==> src/source/controlPkg.sv <==
package controlPkg;

	localparam int opcodeWidth = 6;

	// primary opcodes
	localparam logic [opcodeWidth-1:0] opRType = 6'h00;
	localparam logic [opcodeWidth-1:0] opJ = 6'h02;
	localparam logic [opcodeWidth-1:0] opJal = 6'h03;
	localparam logic [opcodeWidth-1:0] opBeq = 6'h04;
	localparam logic [opcodeWidth-1:0] opBne = 6'h05;
	localparam logic [opcodeWidth-1:0] opLui = 6'h0f;
	localparam logic [opcodeWidth-1:0] opLw = 6'h23;
	localparam logic [opcodeWidth-1:0] opSw = 6'h2b;

	// R-type funct codes
	localparam logic [opcodeWidth-1:0] fnSll = 6'h00; // all-zero word is nop
	localparam logic [opcodeWidth-1:0] fnJr = 6'h08;
	localparam logic [opcodeWidth-1:0] fnBreak = 6'h0d;
	localparam logic [opcodeWidth-1:0] fnAdd = 6'h20;
	localparam logic [opcodeWidth-1:0] fnAddu = 6'h21;
	localparam logic [opcodeWidth-1:0] fnSub = 6'h22;
	localparam logic [opcodeWidth-1:0] fnSubu = 6'h23;
	localparam logic [opcodeWidth-1:0] fnAnd = 6'h24;
	localparam logic [opcodeWidth-1:0] fnXor = 6'h26;

	typedef enum logic [4:0] {
		Reset, MemoryRead, WaitMemoryRead, IrWrite, Decode,
		AddExec, AdduExec, SubExec, SubuExec, AndExec, XorExec,
		WriteRegAlu, Nop, Break, Beq, Bne,
		LwAddr, LwAddrHold, LwWait, LwMdrLoad, LwWriteBack,
		SwAddr, SwWrite, SwWait,
		Lui, Jump, JumpReg, JalWriteRa, Jal
	} stateType;

	// codes follow the datapath ALU
	typedef enum logic [2:0] {
		aluPass = 3'd0,
		aluAdd = 3'd1,
		aluSub = 3'd2,
		aluAnd = 3'd3,
		aluXor = 3'd6
	} aluOpType;

	typedef enum logic [1:0] {pcAluResult, pcBranchTarget, pcJumpTarget, pcRegister} pcSourceType;
	typedef enum logic [1:0] {wbAluOut, wbMemData, wbUpperImm, wbReturnAddr} memToRegType;
	typedef enum logic [1:0] {dstRt, dstRd, dstRa} regDstType;
	typedef enum logic [1:0] {srcBReg, srcBFour, srcBImm, srcBBranchOff} aluSrcBType;

	typedef struct packed {
		logic memWrite;
		logic mdrLoad;
		logic pcWrite;
		logic pcWriteCond;
		pcSourceType pcSource;
		logic branchOnEqual;
		logic irWrite;
		logic aLoad;
		logic bLoad;
		logic regWrite;
		logic aluSrcA; // 0 pc, 1 register A
		aluSrcBType aluSrcB;
		aluOpType aluOp;
		logic aluOutLoad;
		regDstType regDst;
		memToRegType memToReg;
		logic iOrD; // 0 pc, 1 aluOut
	} controlWord;

	// nothing written, nothing loaded
	localparam controlWord idleWord = '{
		pcSource: pcAluResult,
		aluSrcB: srcBReg,
		aluOp: aluPass,
		regDst: dstRt,
		memToReg: wbAluOut,
		default: 1'b0
	};

endpackage

==> src/source/controlUnit.sv <==
`timescale 1ns/100ps

module controlUnit import controlPkg::*;
(
	input logic clk,
	input logic reset,
	input logic [opcodeWidth-1:0] opcode,
	input logic [opcodeWidth-1:0] funct,
	output logic memWrite,
	output logic mdrLoad,
	output logic pcWrite,
	output logic pcWriteCond,
	output pcSourceType pcSource,
	output logic branchOnEqual,
	output logic irWrite,
	output logic aLoad,
	output logic bLoad,
	output logic regWrite,
	output logic aluSrcA,
	output aluSrcBType aluSrcB,
	output aluOpType aluOp,
	output logic aluOutLoad,
	output regDstType regDst,
	output memToRegType memToReg,
	output logic iOrD,
	output stateType state
);

	stateType dispatchState;
	controlWord ctrl;

	instructionDecoder decoder0 (
		.opcode(opcode),
		.funct(funct),
		.dispatchState(dispatchState)
	);

	stateSequencer sequencer0 (
		.clk(clk),
		.reset(reset),
		.dispatchState(dispatchState),
		.state(state)
	);

	controlWordTable table0 (
		.state(state),
		.ctrl(ctrl)
	);

	// control word onto the datapath strobes
	assign memWrite = ctrl.memWrite;
	assign mdrLoad = ctrl.mdrLoad;
	assign pcWrite = ctrl.pcWrite;
	assign pcWriteCond = ctrl.pcWriteCond;
	assign pcSource = ctrl.pcSource;
	assign branchOnEqual = ctrl.branchOnEqual;
	assign irWrite = ctrl.irWrite;
	assign aLoad = ctrl.aLoad;
	assign bLoad = ctrl.bLoad;
	assign regWrite = ctrl.regWrite;
	assign aluSrcA = ctrl.aluSrcA;
	assign aluSrcB = ctrl.aluSrcB;
	assign aluOp = ctrl.aluOp;
	assign aluOutLoad = ctrl.aluOutLoad;
	assign regDst = ctrl.regDst;
	assign memToReg = ctrl.memToReg;
	assign iOrD = ctrl.iOrD;

endmodule

==> src/source/controlWordTable.sv <==
`timescale 1ns/100ps

module controlWordTable import controlPkg::*;
(
	input stateType state,
	output controlWord ctrl
);

	always_comb
	begin
		ctrl = idleWord;
		case (state)
			MemoryRead, WaitMemoryRead, IrWrite:
			begin
				// fetch at pc while alu computes pc + 4
				ctrl.irWrite = 1'b1;
				ctrl.aluSrcB = srcBFour;
				ctrl.aluOp = aluAdd;
				ctrl.pcWrite = (state == IrWrite);
			end
			Decode:
			begin
				ctrl.aLoad = 1'b1;
				ctrl.bLoad = 1'b1;
				ctrl.aluSrcB = srcBBranchOff; // branch target ahead of time
				ctrl.aluOp = aluAdd;
				ctrl.aluOutLoad = 1'b1;
			end
			AddExec, AdduExec, SubExec, SubuExec, AndExec, XorExec:
			begin
				ctrl.aluSrcA = 1'b1;
				ctrl.aluSrcB = srcBReg;
				ctrl.aluOutLoad = 1'b1;
				case (state)
					AddExec, AdduExec: ctrl.aluOp = aluAdd;
					SubExec, SubuExec: ctrl.aluOp = aluSub;
					AndExec: ctrl.aluOp = aluAnd;
					default: ctrl.aluOp = aluXor;
				endcase
			end
			WriteRegAlu:
			begin
				ctrl.regWrite = 1'b1;
				ctrl.regDst = dstRd;
				ctrl.memToReg = wbAluOut;
			end
			Beq, Bne:
			begin
				ctrl.aluSrcA = 1'b1;
				ctrl.aluSrcB = srcBReg;
				ctrl.aluOp = aluSub; // zero flag decides
				ctrl.pcWriteCond = 1'b1;
				ctrl.pcSource = pcBranchTarget;
				ctrl.branchOnEqual = (state == Beq);
			end
			LwAddr, SwAddr:
			begin
				ctrl.aluSrcA = 1'b1;
				ctrl.aluSrcB = srcBImm;
				ctrl.aluOp = aluAdd;
				ctrl.aluOutLoad = 1'b1;
			end
			LwAddrHold, LwWait:
				ctrl.iOrD = 1'b1;
			LwMdrLoad:
			begin
				ctrl.iOrD = 1'b1;
				ctrl.mdrLoad = 1'b1;
			end
			LwWriteBack:
			begin
				ctrl.regWrite = 1'b1;
				ctrl.regDst = dstRt;
				ctrl.memToReg = wbMemData;
			end
			SwWrite, SwWait:
			begin
				ctrl.iOrD = 1'b1;
				ctrl.memWrite = 1'b1;
			end
			Lui:
			begin
				ctrl.regWrite = 1'b1;
				ctrl.regDst = dstRt;
				ctrl.memToReg = wbUpperImm;
			end
			JalWriteRa:
			begin
				ctrl.regWrite = 1'b1;
				ctrl.regDst = dstRa; // r31
				ctrl.memToReg = wbReturnAddr;
			end
			Jump, Jal:
			begin
				ctrl.pcWrite = 1'b1;
				ctrl.pcSource = pcJumpTarget;
			end
			JumpReg:
			begin
				ctrl.pcWrite = 1'b1;
				ctrl.pcSource = pcRegister;
			end
			default: ctrl = idleWord; // Reset, Nop, Break
		endcase
	end

	// memory and register file never written in the same step
	noMemAndRegWrite: assert property (
		@(state) !(ctrl.memWrite && ctrl.regWrite)
	);

	noPcWriteAndCond: assert property (
		@(state) !(ctrl.pcWrite && ctrl.pcWriteCond)
	);

endmodule

==> src/source/instructionDecoder.sv <==
`timescale 1ns/100ps

module instructionDecoder import controlPkg::*;
(
	input logic [opcodeWidth-1:0] opcode,
	input logic [opcodeWidth-1:0] funct,
	output stateType dispatchState
);

	stateType rTypeState;

	// funct only matters for opcode zero
	always_comb
	begin
		case (funct)
			fnAdd: rTypeState = AddExec;
			fnAddu: rTypeState = AdduExec;
			fnSub: rTypeState = SubExec;
			fnSubu: rTypeState = SubuExec;
			fnAnd: rTypeState = AndExec;
			fnXor: rTypeState = XorExec;
			fnJr: rTypeState = JumpReg;
			fnBreak: rTypeState = Break;
			fnSll: rTypeState = Nop; // shifts unsupported, zero word
			default: rTypeState = Nop;
		endcase
	end

	always_comb
	begin
		case (opcode)
			opRType: dispatchState = rTypeState;
			opBeq: dispatchState = Beq;
			opBne: dispatchState = Bne;
			opLw: dispatchState = LwAddr;
			opSw: dispatchState = SwAddr;
			opLui: dispatchState = Lui;
			opJ: dispatchState = Jump;
			opJal: dispatchState = JalWriteRa;
			default: dispatchState = Nop; // unknown opcode
		endcase
	end

endmodule

==> src/source/stateSequencer.sv <==
`timescale 1ns/100ps

module stateSequencer import controlPkg::*;
(
	input logic clk,
	input logic reset,
	input stateType dispatchState,
	output stateType state
);

	stateType nextState;
	logic swHold;
	logic swHoldNext;

	always_comb
	begin
		nextState = MemoryRead;
		swHoldNext = 1'b0;
		case (state)
			Reset: nextState = MemoryRead;
			MemoryRead: nextState = WaitMemoryRead;
			WaitMemoryRead: nextState = IrWrite;
			IrWrite: nextState = Decode;
			Decode: nextState = dispatchState;
			AddExec, AdduExec, SubExec, SubuExec, AndExec, XorExec:
				nextState = WriteRegAlu;
			LwAddr: nextState = LwAddrHold;
			LwAddrHold: nextState = LwWait;
			LwWait: nextState = LwMdrLoad;
			LwMdrLoad: nextState = LwWriteBack;
			SwAddr:
			begin
				// address held a second cycle, as lw does
				swHoldNext = !swHold;
				nextState = swHold ? SwWrite : SwAddr;
			end
			SwWrite: nextState = SwWait;
			JalWriteRa: nextState = Jal;
			Break: nextState = Break; // only reset leaves
			default: nextState = MemoryRead;
		endcase
	end

	always_ff @(posedge clk or posedge reset)
	begin
		if (reset)
		begin
			state <= Reset;
			swHold <= 1'b0;
		end
		else
		begin
			state <= nextState;
			swHold <= swHoldNext;
		end
	end

	breakHolds: assert property (
		@(posedge clk) disable iff (reset)
		state == Break |=> state == Break
	);

	// sw address phase is exactly two cycles
	swAddrTwoCycles: assert property (
		@(posedge clk) disable iff (reset)
		$rose(state == SwAddr) |=> state == SwAddr ##1 state == SwWrite
	);

endmodule

==> config.mk <==
export PLATFORM = sky130hd
export DESIGN_NAME = controlUnit
export DESIGN_NICKNAME = d
export VERILOG_FILES = /design/src/source/controlPkg.sv /design/src/source/controlUnit.sv /design/src/source/controlWordTable.sv /design/src/source/instructionDecoder.sv /design/src/source/stateSequencer.sv
export SDC_FILE = /design/constraint.sdc
export NUM_CORES = 1
export LEC_CHECK = 0
export BUFFER_PORTS_ARGS = -buffer_cell sky130_fd_sc_hd__buf_2
export CORE_MARGIN = 3
export CORE_UTILIZATION = 49
export CTS_CLUSTER_DIAMETER = 150
export DETAILED_ROUTE_END_ITERATION = 7
export GPL_ROUTABILITY_DRIVEN = 0
export GPL_TIMING_DRIVEN = 0
export PLACE_DENSITY = 0.82
export SYNTH_ARGS = -nofsm -noshare
export SYNTH_HDL_FRONTEND = slang
export SYNTH_SLANG_ARGS = --single-unit
export TNS_END_PERCENT = 1
==> constraint.sdc <==
create_clock -name clk -period 1.99 [get_ports clk]
set_clock_uncertainty 0.05 [all_clocks]
set_input_delay 0.0995 -clock clk [delete_from_list [all_inputs] [get_ports clk]]
set_output_delay 0.0995 -clock clk [all_outputs]
set_load 0.005 [all_outputs]
======== Word-level counts from Yosys, hierarchy flattened ========
Index checks and enable logic that the tools add are counted.
cells by class
  equal/unequal tests ..................... 42
  multiplexer cells ....................... 20
  reductions and logical operators ........ 15
operators with widths
  kind                                           count
  one-hot mux 5 bit (8 select lines)             2
  == test 5 bit, second input constant           13
  one-hot mux 5 bit (13 select lines)            1
  == test 6 bit, second input constant           8
  == test 5 x 4 -> 1 bit, second input constant  7
  one-hot mux 5 bit (5 select lines)             1
  == test 5 x 3 -> 1 bit, second input constant  4
  == test 6 x 4 -> 1 bit, second input constant  3
  one-hot mux 4 bit (4 select lines)             1
  == test 6 x 2 -> 1 bit, second input constant  2
  == test 6 x 3 -> 1 bit, second input constant  2
  OR reduction 2 bit                             6
  == test 5 x 2 -> 1 bit, second input constant  2
  two-way mux 1 bit                              10
  OR reduction 10 bit                            1
  one-hot mux 3 bit (3 select lines)             1
  OR reduction 9 bit                             1
  zero test 6 bit                                1
  one-hot mux 2 bit (3 select lines)             1
  OR reduction 3 bit                             2
  OR reduction 6 bit                             1
  == test 5 x 1 -> 1 bit, second input constant  1
  OR reduction 5 bit                             1
  two-way mux 2 bit                              2
  3 further kinds                                3
word-level totals
  register bits ........................... 6
  input bits .............................. 14

======== Longest topological paths before layout ========
  word-level depth ........................ 4
  mapped depth ............................ 6
  mapped depth without buffers ............ 5

======== Hierarchy ========
A second synthesis with hierarchy kept.
second synthesis, totals
  cells, all modules ...................... 192
  area, all modules ....................... 1,295.0 um2
by module, submodules not included
  module              times used  cells each  area an instance (um2)
  stateSequencer      1           67          535.5
  controlWordTable    1           73          411.6
  instructionDecoder  1           52          347.8

======== Worst setup path after synthesis ========
Ideal clock, no wire load.
  kind .................................... register to register
  start point ............................. register sequencer0.state[3]
  end point ............................... register sequencer0.state[0]
  setup time .............................. 65 ps
  data arrival time ....................... 1,677 ps
  required time ........................... 1,875 ps
  path slack .............................. 198 ps
  stages on the path, launching flop included .. 7
  buffers on the path ..................... 1
  period minus slack after synthesis ...... 1,792 ps
  cell sequence ........................... dfrtp_1 > clkbuf_1 > nor2b_1 > and3_1 > o311ai_1 > nor4_1 > a211o_1
between the ends
  longest elaborated chain between the ends .. 3
  elaborated cells on any way between the ends .. 20
  classes of those cells .................. eq/ne (18); mux (1); reduce/logical (1)
RTL lines
  item                                                                     line                  text
  start, declared                                                          stateSequencer.sv:8   output stateType state
  start signal, assigned                                                   stateSequencer.sv:48  state <= Reset;
  start signal, assigned                                                   stateSequencer.sv:53  state <= nextState;
  == test 5 x 3 -> 1 bit / == test 5 x 4 -> 1 bit (equally long branches)  stateSequencer.sv:19  case (state)
  OR reduction 6 bit                                                       --
  one-hot mux 5 bit (13 select lines) *                                    stateSequencer.sv:19
  via sequencer0.nextState[0]                                              stateSequencer.sv:11  stateType nextState;
The timed path passes the listed nets; every way through them passes the cells marked *.

======== Final worst setup path ========
  start point ............................. register sequencer0.state[2]
  end point ............................... output port aluSrcB[1]
between the ends
  longest elaborated chain between the ends .. 3
  elaborated cells on any way between the ends .. 19
  classes of those cells .................. eq/ne (14); mux (1); reduce/logical (4)
RTL lines
  item                                            line                    text
  == test 5 x 3 -> 1 bit (tied with other cells)  controlWordTable.sv:12  case (state)
  OR reduction 6 bit (tied with other cells)      --
  one-hot mux 5 bit (5 select lines) *            controlWordTable.sv:12
  end, declared                                   controlUnit.sv:20       output aluSrcBType aluSrcB,
Mark *: on every way between the ends. The rest lies on a longest branch, timed or not.

==> metrics.txt <==
run status=completed; pre-CTS setup slack=-0.0799 ns; Final Critical Period=1.94 ns; die height=53.2 um; Starting Density=a little over half; worst-margin pin slew=between 0.5 and 0.6 ns; Nets=230; CP most frequent cell=buf_2; first drt pass iteration count=4; routed len/inst=between 10 and 15 um; Via density=6.34; R2R setup slack=0.07 ns; Synth top area share=13.7%; Worst R2R Path Depth=6; Starting DRT DRC Count=64; antenna cell count=0; Crit path required time=1.84 ns; Core Region=2040 um2; Final Cycle Share=97.6%; post-layout instance area=1360 um2; clock sink total=6; Rows=16; fmax=515 MHz; GR Overflow Total=0; ANT nets after route=0; Synth area leader=dfrtp_1; Worst IR Drop VDD=0.000812 V; # port buffers=38; TritonCTS buffer count=3; Post-Syn Area per Cell=6.28 um2; Critical Path Max Stage Delay=~0.37 ns; largest net degree at the start of global routing=14; flop and latch count out of synthesis=6; die area=2830 um2; ys flop type=dfrtp_1; Slew headroom=59.5%; Worst Setup End Kind=primary output; Post-Syn Nets=approximately 190; Power Total=approximately 1.4 mW; io pins=42; drt drc=0; total wire length=3450 um; Arr. time, crit path=1.79 ns; H-Tree Depth=1; CP startpoint kind=flip-flop; Seq/Total Area, Yosys=13.7%; Crit-path slowest cell=clkbuf_1; CTS tree=done; placed instance area=~1300 um2; global-route total usage across every layer=25.7%; final core utilization=66.7%; fill count=205; Root Buffer Master=clkbuf_4; final worst setup slack=0.0485 ns; Power per Cell Area=1050 nW/um2; number of global-route vias before repair=1321; final setup fails=0; synthesized area=1090 um2; Worst Hold Class=input port to flip-flop; worst hold slack=approximately 0.19 ns; post-synthesis cell count=174; Horiz. Die Dim=roughly 53 um; setup bufs post-CTS=0; hpwl dp=2630 um; RSZ-0062 raised after global routing=yes; Area contributors post-synth=dfrtp_1 (14%), nand2_1 (8.2%), o21ai_0 (7.3%), a21oi_1 (6.4%), nor2_1 (5.5%); EDFF count, synth=0; Hold Crit Depth=3; fraction of layout cells with a size suffix above 1=between 20% and 30%; clock latency at the later pin of the worst-skew pair=0.24 ns; synth unique cells=48; FFs w/ async S/R, synth=100%; initial antenna violation count=0; CP Max Fanout=10; clk slew on worst S/H paths=0.05 ns; max-slew violations=0; synthesis warning total=0; Final Hold Viols=0; worst setup path category=flip-flop to primary output; Clock Tree Buf Depth=2; CP cell instances=buf_2 > clkbuf_1 > o21ai_0 > a211oi_1 > buf_2; via count=1527; Max Cap Violations=0; first-pass GRT wire length=5600 um; area delta synth->final=24.7%; Static Leak=0.599 nW
==> flip-flops by register name, summed over array words and instances, names as in the netlist <==
register / count
sequencer0.state: 5
sequencer0.swHold: 1
==> synthesized netlist by cell type, drive strengths merged (2+ instances only) <==
library cell / number
nand2: 24
nor2: 16
o21ai: 16
a21oi: 14
clkbuf: 11
dfrtp: 6
inv: 6
a211oi: 5
buf: 5
nand3: 5
nor4: 5
a32oi: 4
and3: 4
nor2b: 4
nor3: 4
clkinv: 3
o31ai: 3
a22oi: 2
a311oi: 2
and2: 2
nand2b: 2
nand3b: 2
nor4b: 2
o22ai: 2
o32ai: 2
o41ai: 2
or2: 2
or3: 2
==> where the power goes <==
| group | total [mW] | internal, mW | leakage, nW | switching [mW] |
|---|---|---|---|---|
| registers | 0.209 | 0.162 | 0.0735 | 0.0469 |
| logic | 1.11 | 0.426 | 0.512 | 0.683 |
| clock network | 0.110 | 0.0681 | 0.0138 | 0.0420 |
| total | 1.43 | 0.656 | 0.599 | 0.772 |
==> worst max-delay path: cells and delay by family (launching register included) <==
kind,cells,cell delay [ns]
AO/OA/AOI/OAI,2,0.49
buffers and inverters,3,0.73
flip-flops,1,0.33
==> what timing repair did <==
item	CTS	global route
hold endpoints to repair	6	0
setup endpoints to repair	14	13
hold buffers	1	0
resized for setup	7	4
==> cell usage in the layout, fill, tap and decap left out, types with 3 or more instances in the layout <==
master and count:
inv_1 6, a211oi_1 5, nand3_1 5, nor3_1 4, nand2_1 24, nor4_1 4, buf_2 39, a32oi_1 4
clkbuf_4 3, o21ai_0 16, o31ai_1 3, dfrtp_1 5, nor2_1 15, and3_1 4, a21oi_1 14, clkbuf_1 5
clkbuf_2 4
==> metal layers <==
metal | part of all wire (%) | global-route usage [%] | vias up
met5 | 0 | 0 | -
met4 | 1.9 | 7.23 | 0
li1 | - | - | 742
met2 | 49 | 46.7 | 92
met1 | 41 | 30.5 | 683
met3 | 8.1 | 3.94 | 10
==> stage by stage <==
stage	instances	setup TNS [ns]
after floorplan	174	0
after global placement	239	-0.0928
after detailed placement	239	-0.158
after CTS	242	-0.0229
after global routing	241	-0.375
final	241	0
==> area by class of cell <==
class                      instances  area (um2)  share of cell area [%]
clock buffer                       3        22.5                    1.65
buffer                            14        70.1                    5.14
multi-input combinational        143         850                    62.4
timing repair buffer              39         200                    14.7
inverter                           9        35.0                    2.57
tap                               27        33.8                    2.48
sequential                         6         151                    11.1
==> cells by family after synthesis <==
group / count (synthesis) / share of synthesized area [%]
buffers and inverters: 25 / 9.74
AND/OR/NAND/NOR: 80 / 37.8
AO/OA/AOI/OAI: 62 / 37.8
flip-flops: 6 / 13.7
multiplexers: 1 / 0.916
==> final timing paths <==
check                                                 to                          start
max reg2reg                sequencer0.state[0]$_DFF_PP0_  sequencer0.state[2]$_DFF_PP0_
max in group asynchronous  sequencer0.state[4]$_DFF_PP0_                          reset
min                        sequencer0.state[3]$_DFF_PP0_                      opcode[4]
min in group asynchronous    sequencer0.swHold$_DFF_PP0_                          reset
min reg2reg                  sequencer0.swHold$_DFF_PP0_    sequencer0.swHold$_DFF_PP0_
max                                           aluSrcB[1]  sequencer0.state[2]$_DFF_PP0_
Power figures use the tool's default switching activity.
